<file path="src/source/aznable_pkg.sv">
package aznable_pkg;

	// Bus and data widths
	typedef logic [15:0] addr_t;
	typedef logic [7:0] byte_t;
	typedef logic [15:0] timer_t;
	typedef logic [7:0] colour_t;

	// clk_24 cycles in one millisecond
	localparam int TICKS_PER_MS = 24000;
	localparam int PRESCALE_W = $clog2(TICKS_PER_MS);
	typedef logic [PRESCALE_W-1:0] prescale_t;

	// High address byte of each memory mapped input region
	localparam byte_t REGION_IN0       = 8'h80;
	localparam byte_t REGION_JOYSTICK  = 8'h81;
	localparam byte_t REGION_ANALOG_L  = 8'h82;
	localparam byte_t REGION_ANALOG_R  = 8'h83;
	localparam byte_t REGION_PADDLE    = 8'h84;
	localparam byte_t REGION_SPINNER   = 8'h85;
	localparam byte_t REGION_PS2_KEY   = 8'h86;
	localparam byte_t REGION_PS2_MOUSE = 8'h87;
	localparam byte_t REGION_TIMESTAMP = 8'h88;
	localparam byte_t REGION_TIMER     = 8'h89;

	// System control bytes
	localparam addr_t ADDR_PAUSE = 16'h8A30;
	localparam addr_t ADDR_MENU  = 16'h8A31;

	typedef struct packed {
		addr_t addr;
		byte_t data;
		logic  wr_n;
	} cpu_bus_t;

	typedef struct packed {
		logic hs;
		logic vs;
		logic hblank;
		logic vblank;
	} video_sync_t;

	// Host side inputs, one entry per device packed low to high
	typedef struct packed {
		logic [191:0] joystick;
		logic [95:0]  analog_l;
		logic [95:0]  analog_r;
		logic [47:0]  paddle;
		logic [95:0]  spinner;
		logic [10:0]  ps2_key;
		logic [47:0]  ps2_mouse;
		logic [32:0]  timestamp;
	} host_inputs_t;

	typedef struct packed {
		logic in0;
		logic joystick;
		logic analog_l;
		logic analog_r;
		logic paddle;
		logic spinner;
		logic ps2_key;
		logic ps2_mouse;
		logic timestamp;
		logic timer;
		logic timer_wr;
		logic pause_wr;
		logic menu_rd;
		logic menu_wr;
	} io_select_t;

	typedef struct packed {
		logic    active;
		colour_t r;
		colour_t g;
		colour_t b;
	} layer_pixel_t;

	typedef struct packed {
		logic  on;
		byte_t brightness;
	} star_pixel_t;

	typedef struct packed {
		colour_t r;
		colour_t g;
		colour_t b;
	} rgb_t;

endpackage

</file>
<file path="src/source/address_decoder.sv">
module address_decoder (
	input  aznable_pkg::cpu_bus_t   bus,
	output aznable_pkg::io_select_t sel
);

	aznable_pkg::byte_t region;
	logic write;
	logic pause_hit;
	logic menu_hit;

	assign region = bus.addr[15:8];
	assign write = !bus.wr_n;
	assign pause_hit = bus.addr == aznable_pkg::ADDR_PAUSE;
	assign menu_hit = bus.addr == aznable_pkg::ADDR_MENU;

	always_comb
	begin
		// Input regions, one page each
		sel.in0       = region == aznable_pkg::REGION_IN0;
		sel.joystick  = region == aznable_pkg::REGION_JOYSTICK;
		sel.analog_l  = region == aznable_pkg::REGION_ANALOG_L;
		sel.analog_r  = region == aznable_pkg::REGION_ANALOG_R;
		sel.paddle    = region == aznable_pkg::REGION_PADDLE;
		sel.spinner   = region == aznable_pkg::REGION_SPINNER;
		sel.ps2_key   = region == aznable_pkg::REGION_PS2_KEY;
		sel.ps2_mouse = region == aznable_pkg::REGION_PS2_MOUSE;
		sel.timestamp = region == aznable_pkg::REGION_TIMESTAMP;
		sel.timer     = region == aznable_pkg::REGION_TIMER;

		// Any write into the timer page clears it
		sel.timer_wr = sel.timer && write;

		// Control bytes need the full address
		sel.pause_wr = pause_hit && write;
		sel.menu_rd  = menu_hit && !write;
		sel.menu_wr  = menu_hit && write;

		// Region pages and control bytes must never overlap
		assert ($onehot0({sel.in0, sel.joystick, sel.analog_l, sel.analog_r,
			sel.paddle, sel.spinner, sel.ps2_key, sel.ps2_mouse,
			sel.timestamp, sel.timer, sel.pause_wr, sel.menu_rd, sel.menu_wr}))
		else
			$error("address_decoder: overlapping selects at %h", bus.addr);
	end

endmodule

</file>
<file path="src/source/input_port_mux.sv">
module input_port_mux (
	input  logic                      clk_24,
	input  logic                      arst_n,
	input  aznable_pkg::io_select_t   sel,
	input  aznable_pkg::addr_t        addr,
	input  aznable_pkg::host_inputs_t host,
	input  aznable_pkg::video_sync_t  sync,
	input  logic                      menu_req,
	input  aznable_pkg::timer_t       timer,
	output aznable_pkg::byte_t        cpu_din
);

	// Inputs padded to a power of two bytes so spare indices read as 0
	logic [255:0] joystick_pad;
	logic [127:0] analog_l_pad;
	logic [127:0] analog_r_pad;
	logic [63:0]  paddle_pad;
	logic [127:0] spinner_pad;
	logic [15:0]  ps2_key_pad;
	logic [63:0]  ps2_mouse_pad;
	logic [63:0]  timestamp_pad;
	aznable_pkg::byte_t status;

	assign joystick_pad  = {64'd0, host.joystick};
	assign analog_l_pad  = {32'd0, host.analog_l};
	assign analog_r_pad  = {32'd0, host.analog_r};
	assign paddle_pad    = {16'd0, host.paddle};
	assign spinner_pad   = {32'd0, host.spinner};
	assign ps2_key_pad   = {5'd0, host.ps2_key};
	assign ps2_mouse_pad = {16'd0, host.ps2_mouse};
	assign timestamp_pad = {31'd0, host.timestamp};

	// Sync and blank levels on top, menu request near the bottom
	assign status = {sync.hs, sync.vs, sync.hblank, sync.vblank, 2'b10, menu_req, 1'b0};

	always_comb
	begin
		if (sel.in0)
			cpu_din = status;
		else if (sel.joystick)
			cpu_din = joystick_pad[{addr[4:0], 3'b000} +: 8];
		else if (sel.analog_l)
			cpu_din = analog_l_pad[{addr[3:0], 3'b000} +: 8];
		else if (sel.analog_r)
			cpu_din = analog_r_pad[{addr[3:0], 3'b000} +: 8];
		else if (sel.paddle)
			cpu_din = paddle_pad[{addr[2:0], 3'b000} +: 8];
		else if (sel.spinner)
			cpu_din = spinner_pad[{addr[3:0], 3'b000} +: 8];
		else if (sel.ps2_key)
			cpu_din = ps2_key_pad[{addr[0], 3'b000} +: 8];
		else if (sel.ps2_mouse)
			cpu_din = ps2_mouse_pad[{addr[2:0], 3'b000} +: 8];
		else if (sel.timestamp)
			cpu_din = timestamp_pad[{addr[2:0], 3'b000} +: 8];
		else if (sel.timer)
			cpu_din = timer[{addr[0], 3'b000} +: 8];
		else if (sel.menu_rd)
			cpu_din = {8{menu_req}};
		else
			cpu_din = '0;
	end

	// The key code is only two bytes deep
	ps2_key_in_range: assert property (@(posedge clk_24) disable iff (!arst_n)
		sel.ps2_key |-> addr[7:1] == 7'd0);

endmodule

</file>
<file path="src/source/system_control.sv">
module system_control (
	input  logic                    clk_24,
	input  logic                    arst_n,
	input  aznable_pkg::io_select_t sel,
	input  logic                    pause,
	input  logic                    menu,
	output logic                    pause_system,
	output logic                    menu_req,
	output aznable_pkg::timer_t     timer
);

	aznable_pkg::prescale_t prescale;
	logic pause_latch;
	logic menu_latch;
	logic ms_tick;

	assign ms_tick = prescale == aznable_pkg::prescale_t'(aznable_pkg::TICKS_PER_MS - 1);

	// Millisecond counter, cleared by any CPU write to the timer page
	always_ff @(posedge clk_24 or negedge arst_n)
	begin
		if (!arst_n)
		begin
			prescale <= '0;
			timer <= '0;
		end
		else if (sel.timer_wr)
		begin
			prescale <= '0;
			timer <= '0;
		end
		else if (ms_tick)
		begin
			prescale <= '0;
			timer <= timer + 1'b1;
		end
		else
			prescale <= prescale + 1'b1;
	end

	// CPU requests a pause, host pause releases the request
	always_ff @(posedge clk_24 or negedge arst_n)
	begin
		if (!arst_n)
			pause_latch <= 1'b0;
		else if (pause)
			pause_latch <= 1'b0;
		else if (sel.pause_wr)
			pause_latch <= 1'b1;
	end

	// Host opens the menu, CPU acknowledges with a write
	always_ff @(posedge clk_24 or negedge arst_n)
	begin
		if (!arst_n)
			menu_latch <= 1'b0;
		else if (sel.menu_wr)
			menu_latch <= 1'b0;
		else if (menu)
			menu_latch <= 1'b1;
	end

	// Host pause takes effect without waiting for an edge
	assign pause_system = pause || pause_latch;
	assign menu_req = menu_latch;

	prescale_in_range: assert property (@(posedge clk_24) disable iff (!arst_n)
		prescale < aznable_pkg::TICKS_PER_MS);

endmodule

</file>
<file path="src/source/layer_mixer.sv">
module layer_mixer (
	input  aznable_pkg::layer_pixel_t charmap,
	input  aznable_pkg::layer_pixel_t sprite,
	input  aznable_pkg::layer_pixel_t tilemap,
	input  aznable_pkg::star_pixel_t  stars [3],
	output aznable_pkg::rgb_t         pixel
);

	aznable_pkg::colour_t star_grey;
	logic star_on;

	// Farther star layers are dimmer, so fewer brightness bits pass
	always_comb
	begin
		if (stars[0].on)
			star_grey = stars[0].brightness;
		else if (stars[1].on)
			star_grey = {1'b0, stars[1].brightness[6:0]};
		else if (stars[2].on)
			star_grey = {2'b00, stars[2].brightness[5:0]};
		else
			star_grey = '0;
	end

	assign star_on = stars[0].on || stars[1].on || stars[2].on;

	// Text over sprites over tiles over stars
	always_comb
	begin
		if (charmap.active)
			pixel = '{r: charmap.r, g: charmap.g, b: charmap.b};
		else if (sprite.active)
			pixel = '{r: sprite.r, g: sprite.g, b: sprite.b};
		else if (tilemap.active)
			pixel = '{r: tilemap.r, g: tilemap.g, b: tilemap.b};
		else if (star_on)
			pixel = '{r: star_grey, g: star_grey, b: star_grey};
		else
			pixel = '0;
	end

endmodule

</file>
<file path="src/source/system_io.sv">
module system_io (
	input  logic                      clk_24,
	input  logic                      arst_n,
	input  aznable_pkg::cpu_bus_t     bus,
	output aznable_pkg::byte_t        cpu_din,
	input  aznable_pkg::host_inputs_t host,
	input  aznable_pkg::video_sync_t  sync,
	input  logic                      pause,
	input  logic                      menu,
	input  aznable_pkg::layer_pixel_t charmap,
	input  aznable_pkg::layer_pixel_t sprite,
	input  aznable_pkg::layer_pixel_t tilemap,
	input  aznable_pkg::star_pixel_t  stars [3],
	output logic                      pause_system,
	output aznable_pkg::rgb_t         pixel
);

	aznable_pkg::io_select_t sel;
	aznable_pkg::timer_t timer;
	logic menu_req;

	address_decoder i_address_decoder (
		.bus (bus),
		.sel (sel)
	);

	// Read data path back to the CPU
	input_port_mux i_input_port_mux (
		.clk_24   (clk_24),
		.arst_n   (arst_n),
		.sel      (sel),
		.addr     (bus.addr),
		.host     (host),
		.sync     (sync),
		.menu_req (menu_req),
		.timer    (timer),
		.cpu_din  (cpu_din)
	);

	system_control i_system_control (
		.clk_24       (clk_24),
		.arst_n       (arst_n),
		.sel          (sel),
		.pause        (pause),
		.menu         (menu),
		.pause_system (pause_system),
		.menu_req     (menu_req),
		.timer        (timer)
	);

	layer_mixer i_layer_mixer (
		.charmap (charmap),
		.sprite  (sprite),
		.tilemap (tilemap),
		.stars   (stars),
		.pixel   (pixel)
	);

endmodule

</file>
<file path="config.mk">
export PLATFORM = sky130hd
export DESIGN_NAME = system_io
export DESIGN_NICKNAME = d
export VERILOG_FILES = /design/src/source/aznable_pkg.sv /design/src/source/address_decoder.sv /design/src/source/input_port_mux.sv /design/src/source/system_control.sv /design/src/source/layer_mixer.sv /design/src/source/system_io.sv
export SDC_FILE = /design/constraint.sdc
export NUM_CORES = 1
export LEC_CHECK = 0
export ABC_AREA = 1
export BUFFER_PORTS_ARGS = -buffer_cell sky130_fd_sc_hd__buf_2
export CORE_AREA = 2 2 311 313
export DETAILED_ROUTE_END_ITERATION = 10
export DIE_AREA = 0 0 313 315
export PLACE_DENSITY = 0.4
export SYNTH_ARGS = -nofsm -noshare
export SYNTH_HDL_FRONTEND = slang
export SYNTH_SLANG_ARGS = --single-unit
</file>
<file path="constraint.sdc">
create_clock -name clk_24 -period 3.35 [get_ports clk_24]
set_input_delay 0.335 -clock clk_24 [delete_from_list [all_inputs] [get_ports clk_24]]
set_output_delay 0.335 -clock clk_24 [all_outputs]
set_load 0.005 [all_outputs]
</file>
======== Yosys cells after proc, flatten, opt, wreduce, memory -nomap -nowiden ========
Cells that the tools add are included.
word-level totals
  register bits after elaboration ......... 33
  input port bits ......................... 755
  output and inout port bits .............. 33
  word-level logic and storage cells ...... 65
operators by class
  add/subtract/negate cells ............... 2
  equality and inequality tests ........... 13
  shift-type cells ........................ 9
  multiplexer cells ....................... 26
  reduce and logical (&&, ||, !) cells .... 11
operators by type and width
  kind                                            number
  variable part select 128 x 8 -> 8 bit           3
  variable part select 256 x 9 -> 8 bit           1
  variable part select 64 x 7 -> 8 bit            3
  two-way mux 8 bit                               13
  two-way mux 24 bit                              4
  equality test 8 bit (second input constant)     10
  equality test 16 bit (second input constant)    2
  two-way mux 16 bit                              2
  variable part select 16 x 5 -> 8 bit            2
  two-way mux 15 bit                              2
  adder 16 x 1 -> 16 bit (second input constant)  1
  adder 15 x 1 -> 15 bit (second input constant)  1
  equality test 15 bit (second input constant)    1
  two-way mux 6 bit                               1
  nonzero test 2 bit                              3
  logical AND 1 bit                               4
  two-way mux 1 bit                               4
  logical OR 1 bit                                3
  zero test 1 bit                                 1

======== Longest topological paths before layout ========
  depth in word-level cells ............... 13
  depth in mapped cells ................... 16

======== Cells and area by module ========
From an unflattened synthesis, not the netlist that was laid out.
unflattened totals
  cells, all modules ...................... 1919
  area, all modules ....................... 9669.3 um^2
by module, submodules not included
  module           instances  cells an instance  area an instance (um^2)  seq. area each (um^2)
  input_port_mux   1          1376               6546.3                   0.0
  system_control   1          247                1816.7                   825.8
  layer_mixer      1          247                1094.8                   0.0
  address_decoder  1          49                 211.5                    0.0

======== Worst setup path after synthesis ========
No wires, ideal clock.
  path kind ............................... input -> output
  start ................................... input bus[9] (netlist bit)
  end ..................................... output cpu_din[2]
  data arrival time ....................... 1.552 ns
  slack ................................... 1.463 ns
  stages .................................. 11
  path buffers ............................ 4
  cells stage by stage .................... buf_4 > inv_2 > buf_6 > buf_6 > buf_4 > nor2_1 > o211ai_1 > nand2_1 > a21oi_1 > a31oi_1 > a21oi_1
between the ends
  word-level cells in the longest chain between the ends .. 13
  elaborated cells between the ends (all ways) .. 22
  classes of those cells .................. 1 x eq/ne; 9 x shift; 11 x mux; 1 x reduce/logical
RTL lines
  item                                                                                           line                  source
  start, declared                                                                                system_io.sv:4        input aznable_pkg::cpu_bus_t bus,
  parallel branches: the longest is 11 deep, another holds variable part select 64 x 7 -> 8 bit  n/a
  two-way mux 8 bit (*)                                                                          input_port_mux.sv:40  else if (sel.joystick)
  two-way mux 8 bit (*)                                                                          input_port_mux.sv:38  if (sel.in0)
  end, declared                                                                                  system_io.sv:5        output aznable_pkg::byte_t cpu_din,
Mark *: on every way between the ends.

======== Worst setup path after layout ========
Same ends and word-level chain as after synthesis.

==> summary.txt <==
Run status
  – Status: finished clean

Floorplanning
  – Die W: 313 um
  – Ports: slightly below 800
  – Core Region: 0.0957 mm2
  – Die ar.: 0.0986 mm2
  – Starting Density: around 9%
  – Die Y: 315 um
  – Number of cell rows: ~110

Timing
  – Skew final: approximately 0.0047 ns
  – Setup-failing EPs final: 0
  – RSZ-0062 raised after global routing: false
  – Crit path time final: roughly 3.2 ns
  – Setup TNS: 0 ns
  – Slew Viols, Final: 0
  – FMAX: 314 MHz
  – Tcrit/Tclk final: between 90% and 100%
  – Max_slew headroom: 44.2%
  – Hold slack: 0.158 ns
  – Final Hold Viols: 0
  – Slew @ Worst Pin: 0.837 ns

Global route
  – Vias in the first global route: 14500
  – Overall global routing resource usage: 16.4%
  – Global-route wire length before repair: roughly 110000 um
  – Met1 usage: between 20% and 30%
  – Global-route met2 utilization: between 20 and 30%
  – Initial antenna violation count: 47
  – GR Util met3: 3.51%
  – Global route overflow: 0
  – Gr busiest metal: met2
  – Largest net degree at the start of global routing: 76

Clock network
  – Cts repair resizes: 0
  – Cts hold-fix bufs: 0
  – Worst skew pair latency: 0.28 ns
  – Number of buffers created by CTS: 5
  – CTS tree: built
  – Post-CTS setup buffer count: 0
  – H-tree depth: 2
  – Clock Pin Slew Worst Setup and Hold Paths: 0.05 ns
  – Root buffer cell: clkbuf_16
  – Longest Clk Path Bufs: 2
  – Num Clock Sinks: 33

Cells and area
  – Layout Area Growth over Synthesis: 68.3%
  – Footprint of the multi-input gates: approximately 0.0068 mm2
  – Post-Route Utilization: around 15%
  – Post-route cell area: approximately 0.014 mm2
  – Fill cells: approximately 12000
  – Share of post-route cells with drive strength above 1: 35.7%
  – Nets@finish: 3258
  – Storage cell area: ~830 um2

Worst setup path
  – Crit path required time: 3.01 ns
  – Worst EP arrival: 2.85 ns
  – Sum of buffers and inverters on the critical path: 5
  – Top cell by count, worst path: nand2_1
  – Startpoint Class: input port
  – Critical Path, Cell by Cell: buf_6, inv_6, buf_12, buf_4, nand2_1, nand3_1, o21ai_0, o21ai_0, nand2_1, o21ai_1, nand2_1, nand2_1, nand2_1, a21oi_1, buf_2
  – R2r setup slk: roughly 1.3 ns
  – CP Max Fanout: 20
  – Worst reg2reg startpoint: i_system_control.prescale[0]
  – Worst setup EP type: output port
  – Crit-path slowest cell: a21oi_1
  – RR Endpoint: i_system_control.timer[13]
  – R2R cell count: 12
  – Crit path largest cell delay: 0.41 ns
  – Top delay family on crit path: compound AO/OA/AOI/OAI gates
  – Type of the worst setup path: input port to output port

Placement
  – IO Port Bufs: 776
  – Cell Area, Placed: 0.0143 mm2
  – GP Congestion: ~0.91
  – DP HPWL: approximately 75000 um

Min path
  – Worst hold path class: input port to asynchronous set/reset pin

Logic synthesis
  – Most instantiated cells after synthesis: nand2_1, nor2_1, nand3_1
  – Syn. warnings: 0
  – Synth unique cells: 36
  – Post-synth EDFFs: 0
  – Synth top area share: 25.9%
  – Largest cells by area after synthesis: nand2_1, nand3_1, o21ai_0, nor2_1, dfrtp_1
  – Register area share after synthesis: 9.59%
  – Post-synth top area cell: nand2_1
  – Top_reg_cell synth: dfrtp_1
  – Post-synth ARST share: 100%
  – Most frequent cell after synthesis: nand2_1
  – Cells after Synth: 1749
  – Synthesized net count: 2506
  – Mapped Area: 0.00861 mm2
  – Avg Cell Area, Syn: roughly 5 um2
  – Flops & latches, synth: 33

Power and ir drop
  – Peak VDD IR: 155 uV
  – Pleak: ~7.4 nW
  – PD cells: 183 mW/mm2
  – Total design power: 2.65 mW

Detailed routing
  – Drt total wl: roughly 86000 um
  – Antenna-violating nets left: 0
  – Vias: 15100
  – DRC Markers: 0
  – Initial DRC Count: around 1100
  – Drt first pass iters: 5
  – Vias per cell: about 4
  – DR WL/cell: 22.6 um

Run
  – Max-Cap Viols: 0
## cells by family after synthesis
kind of cell	count (synthesis)	share of synthesized area [%]
AOI/OAI and AO/OA	402	27.0
adders and majority gates	2	0.291
buffers and inverters	242	12.0
DFF	33	9.59
and+or+nand+nor	1070	51.2
## state kept, by name, indices dropped and copies added (netlist names)
name,flops
i_system_control.timer,16
i_system_control.pause_latch,1
i_system_control.menu_req,1
i_system_control.prescale,15
## per-layer routing
layer  wire [um]  share of wire [%]
met4        1730                2.0
met3        6660                7.8
met5         143               0.17
met1       37300                 43
met2       39900                 47
## power by group
group          switching, mW  internal [mW]
combinational           1.03          0.689
clock                  0.172          0.273
sequential            0.0395          0.447
## layout make-up
class                           count  area share [%]
Sequential cell                    33            5.70
Multi-Input combinational cell   1474            46.8
Timing Repair Buffer              863            32.1
Clock inverter                      2          0.0691
Tap cell                         1276            11.0
Inverter                          124            3.25
Clock buffer                        6           0.889
Antenna cell                       12           0.207
## worst max-delay path by stage
stage	start	endpoint	slack, ns	depth (start not counted)
finish	bus[9]	cpu_din[2]	0.17	15
global route	bus[9]	cpu_din[2]	0.03	15
CTS	bus[10]	cpu_din[2]	0.12	12
detailed placement	bus[10]	cpu_din[2]	0.14	12
global placement	bus[10]	cpu_din[2]	0.11	12
floorplan	bus[9]	cpu_din[2]	1.46	11
## stage by stage
stage,std cells,setup slack (ns)
finish,3790,0.169
global placement,3770,0.109
CTS,3778,0.121
detailed placement,3770,0.135
floorplan,1749,1.46
global route,3781,0.0292
## cell usage in the layout, fill, tap and decap left out, drive strengths merged
cell | synthesis | layout
a21oi | 97 | 97
o2111ai | 7 | 7
nor3 | 20 | 20
nand4 | 29 | 29
a21o | 24 | 24
nand2 | 595 | 595
o211ai | 11 | 11
a22o | 1 | 1
nor2 | 237 | 237
a22oi | 48 | 48
buf | 73 | 863
nand3 | 180 | 180
o21ai | 190 | 190
diode | 0 | 12
clkinv | 0 | 2
a211oi | 3 | 3
a221oi | 3 | 3
o22ai | 1 | 1
ha | 2 | 2
o221ai | 11 | 11
nor3b | 2 | 2
a31oi | 5 | 5
inv | 124 | 124
clkbuf | 45 | 6
o21a | 1 | 1
or2 | 7 | 7
dfrtp | 33 | 33
No activity file was read; power rests on OpenSTA's default activity.
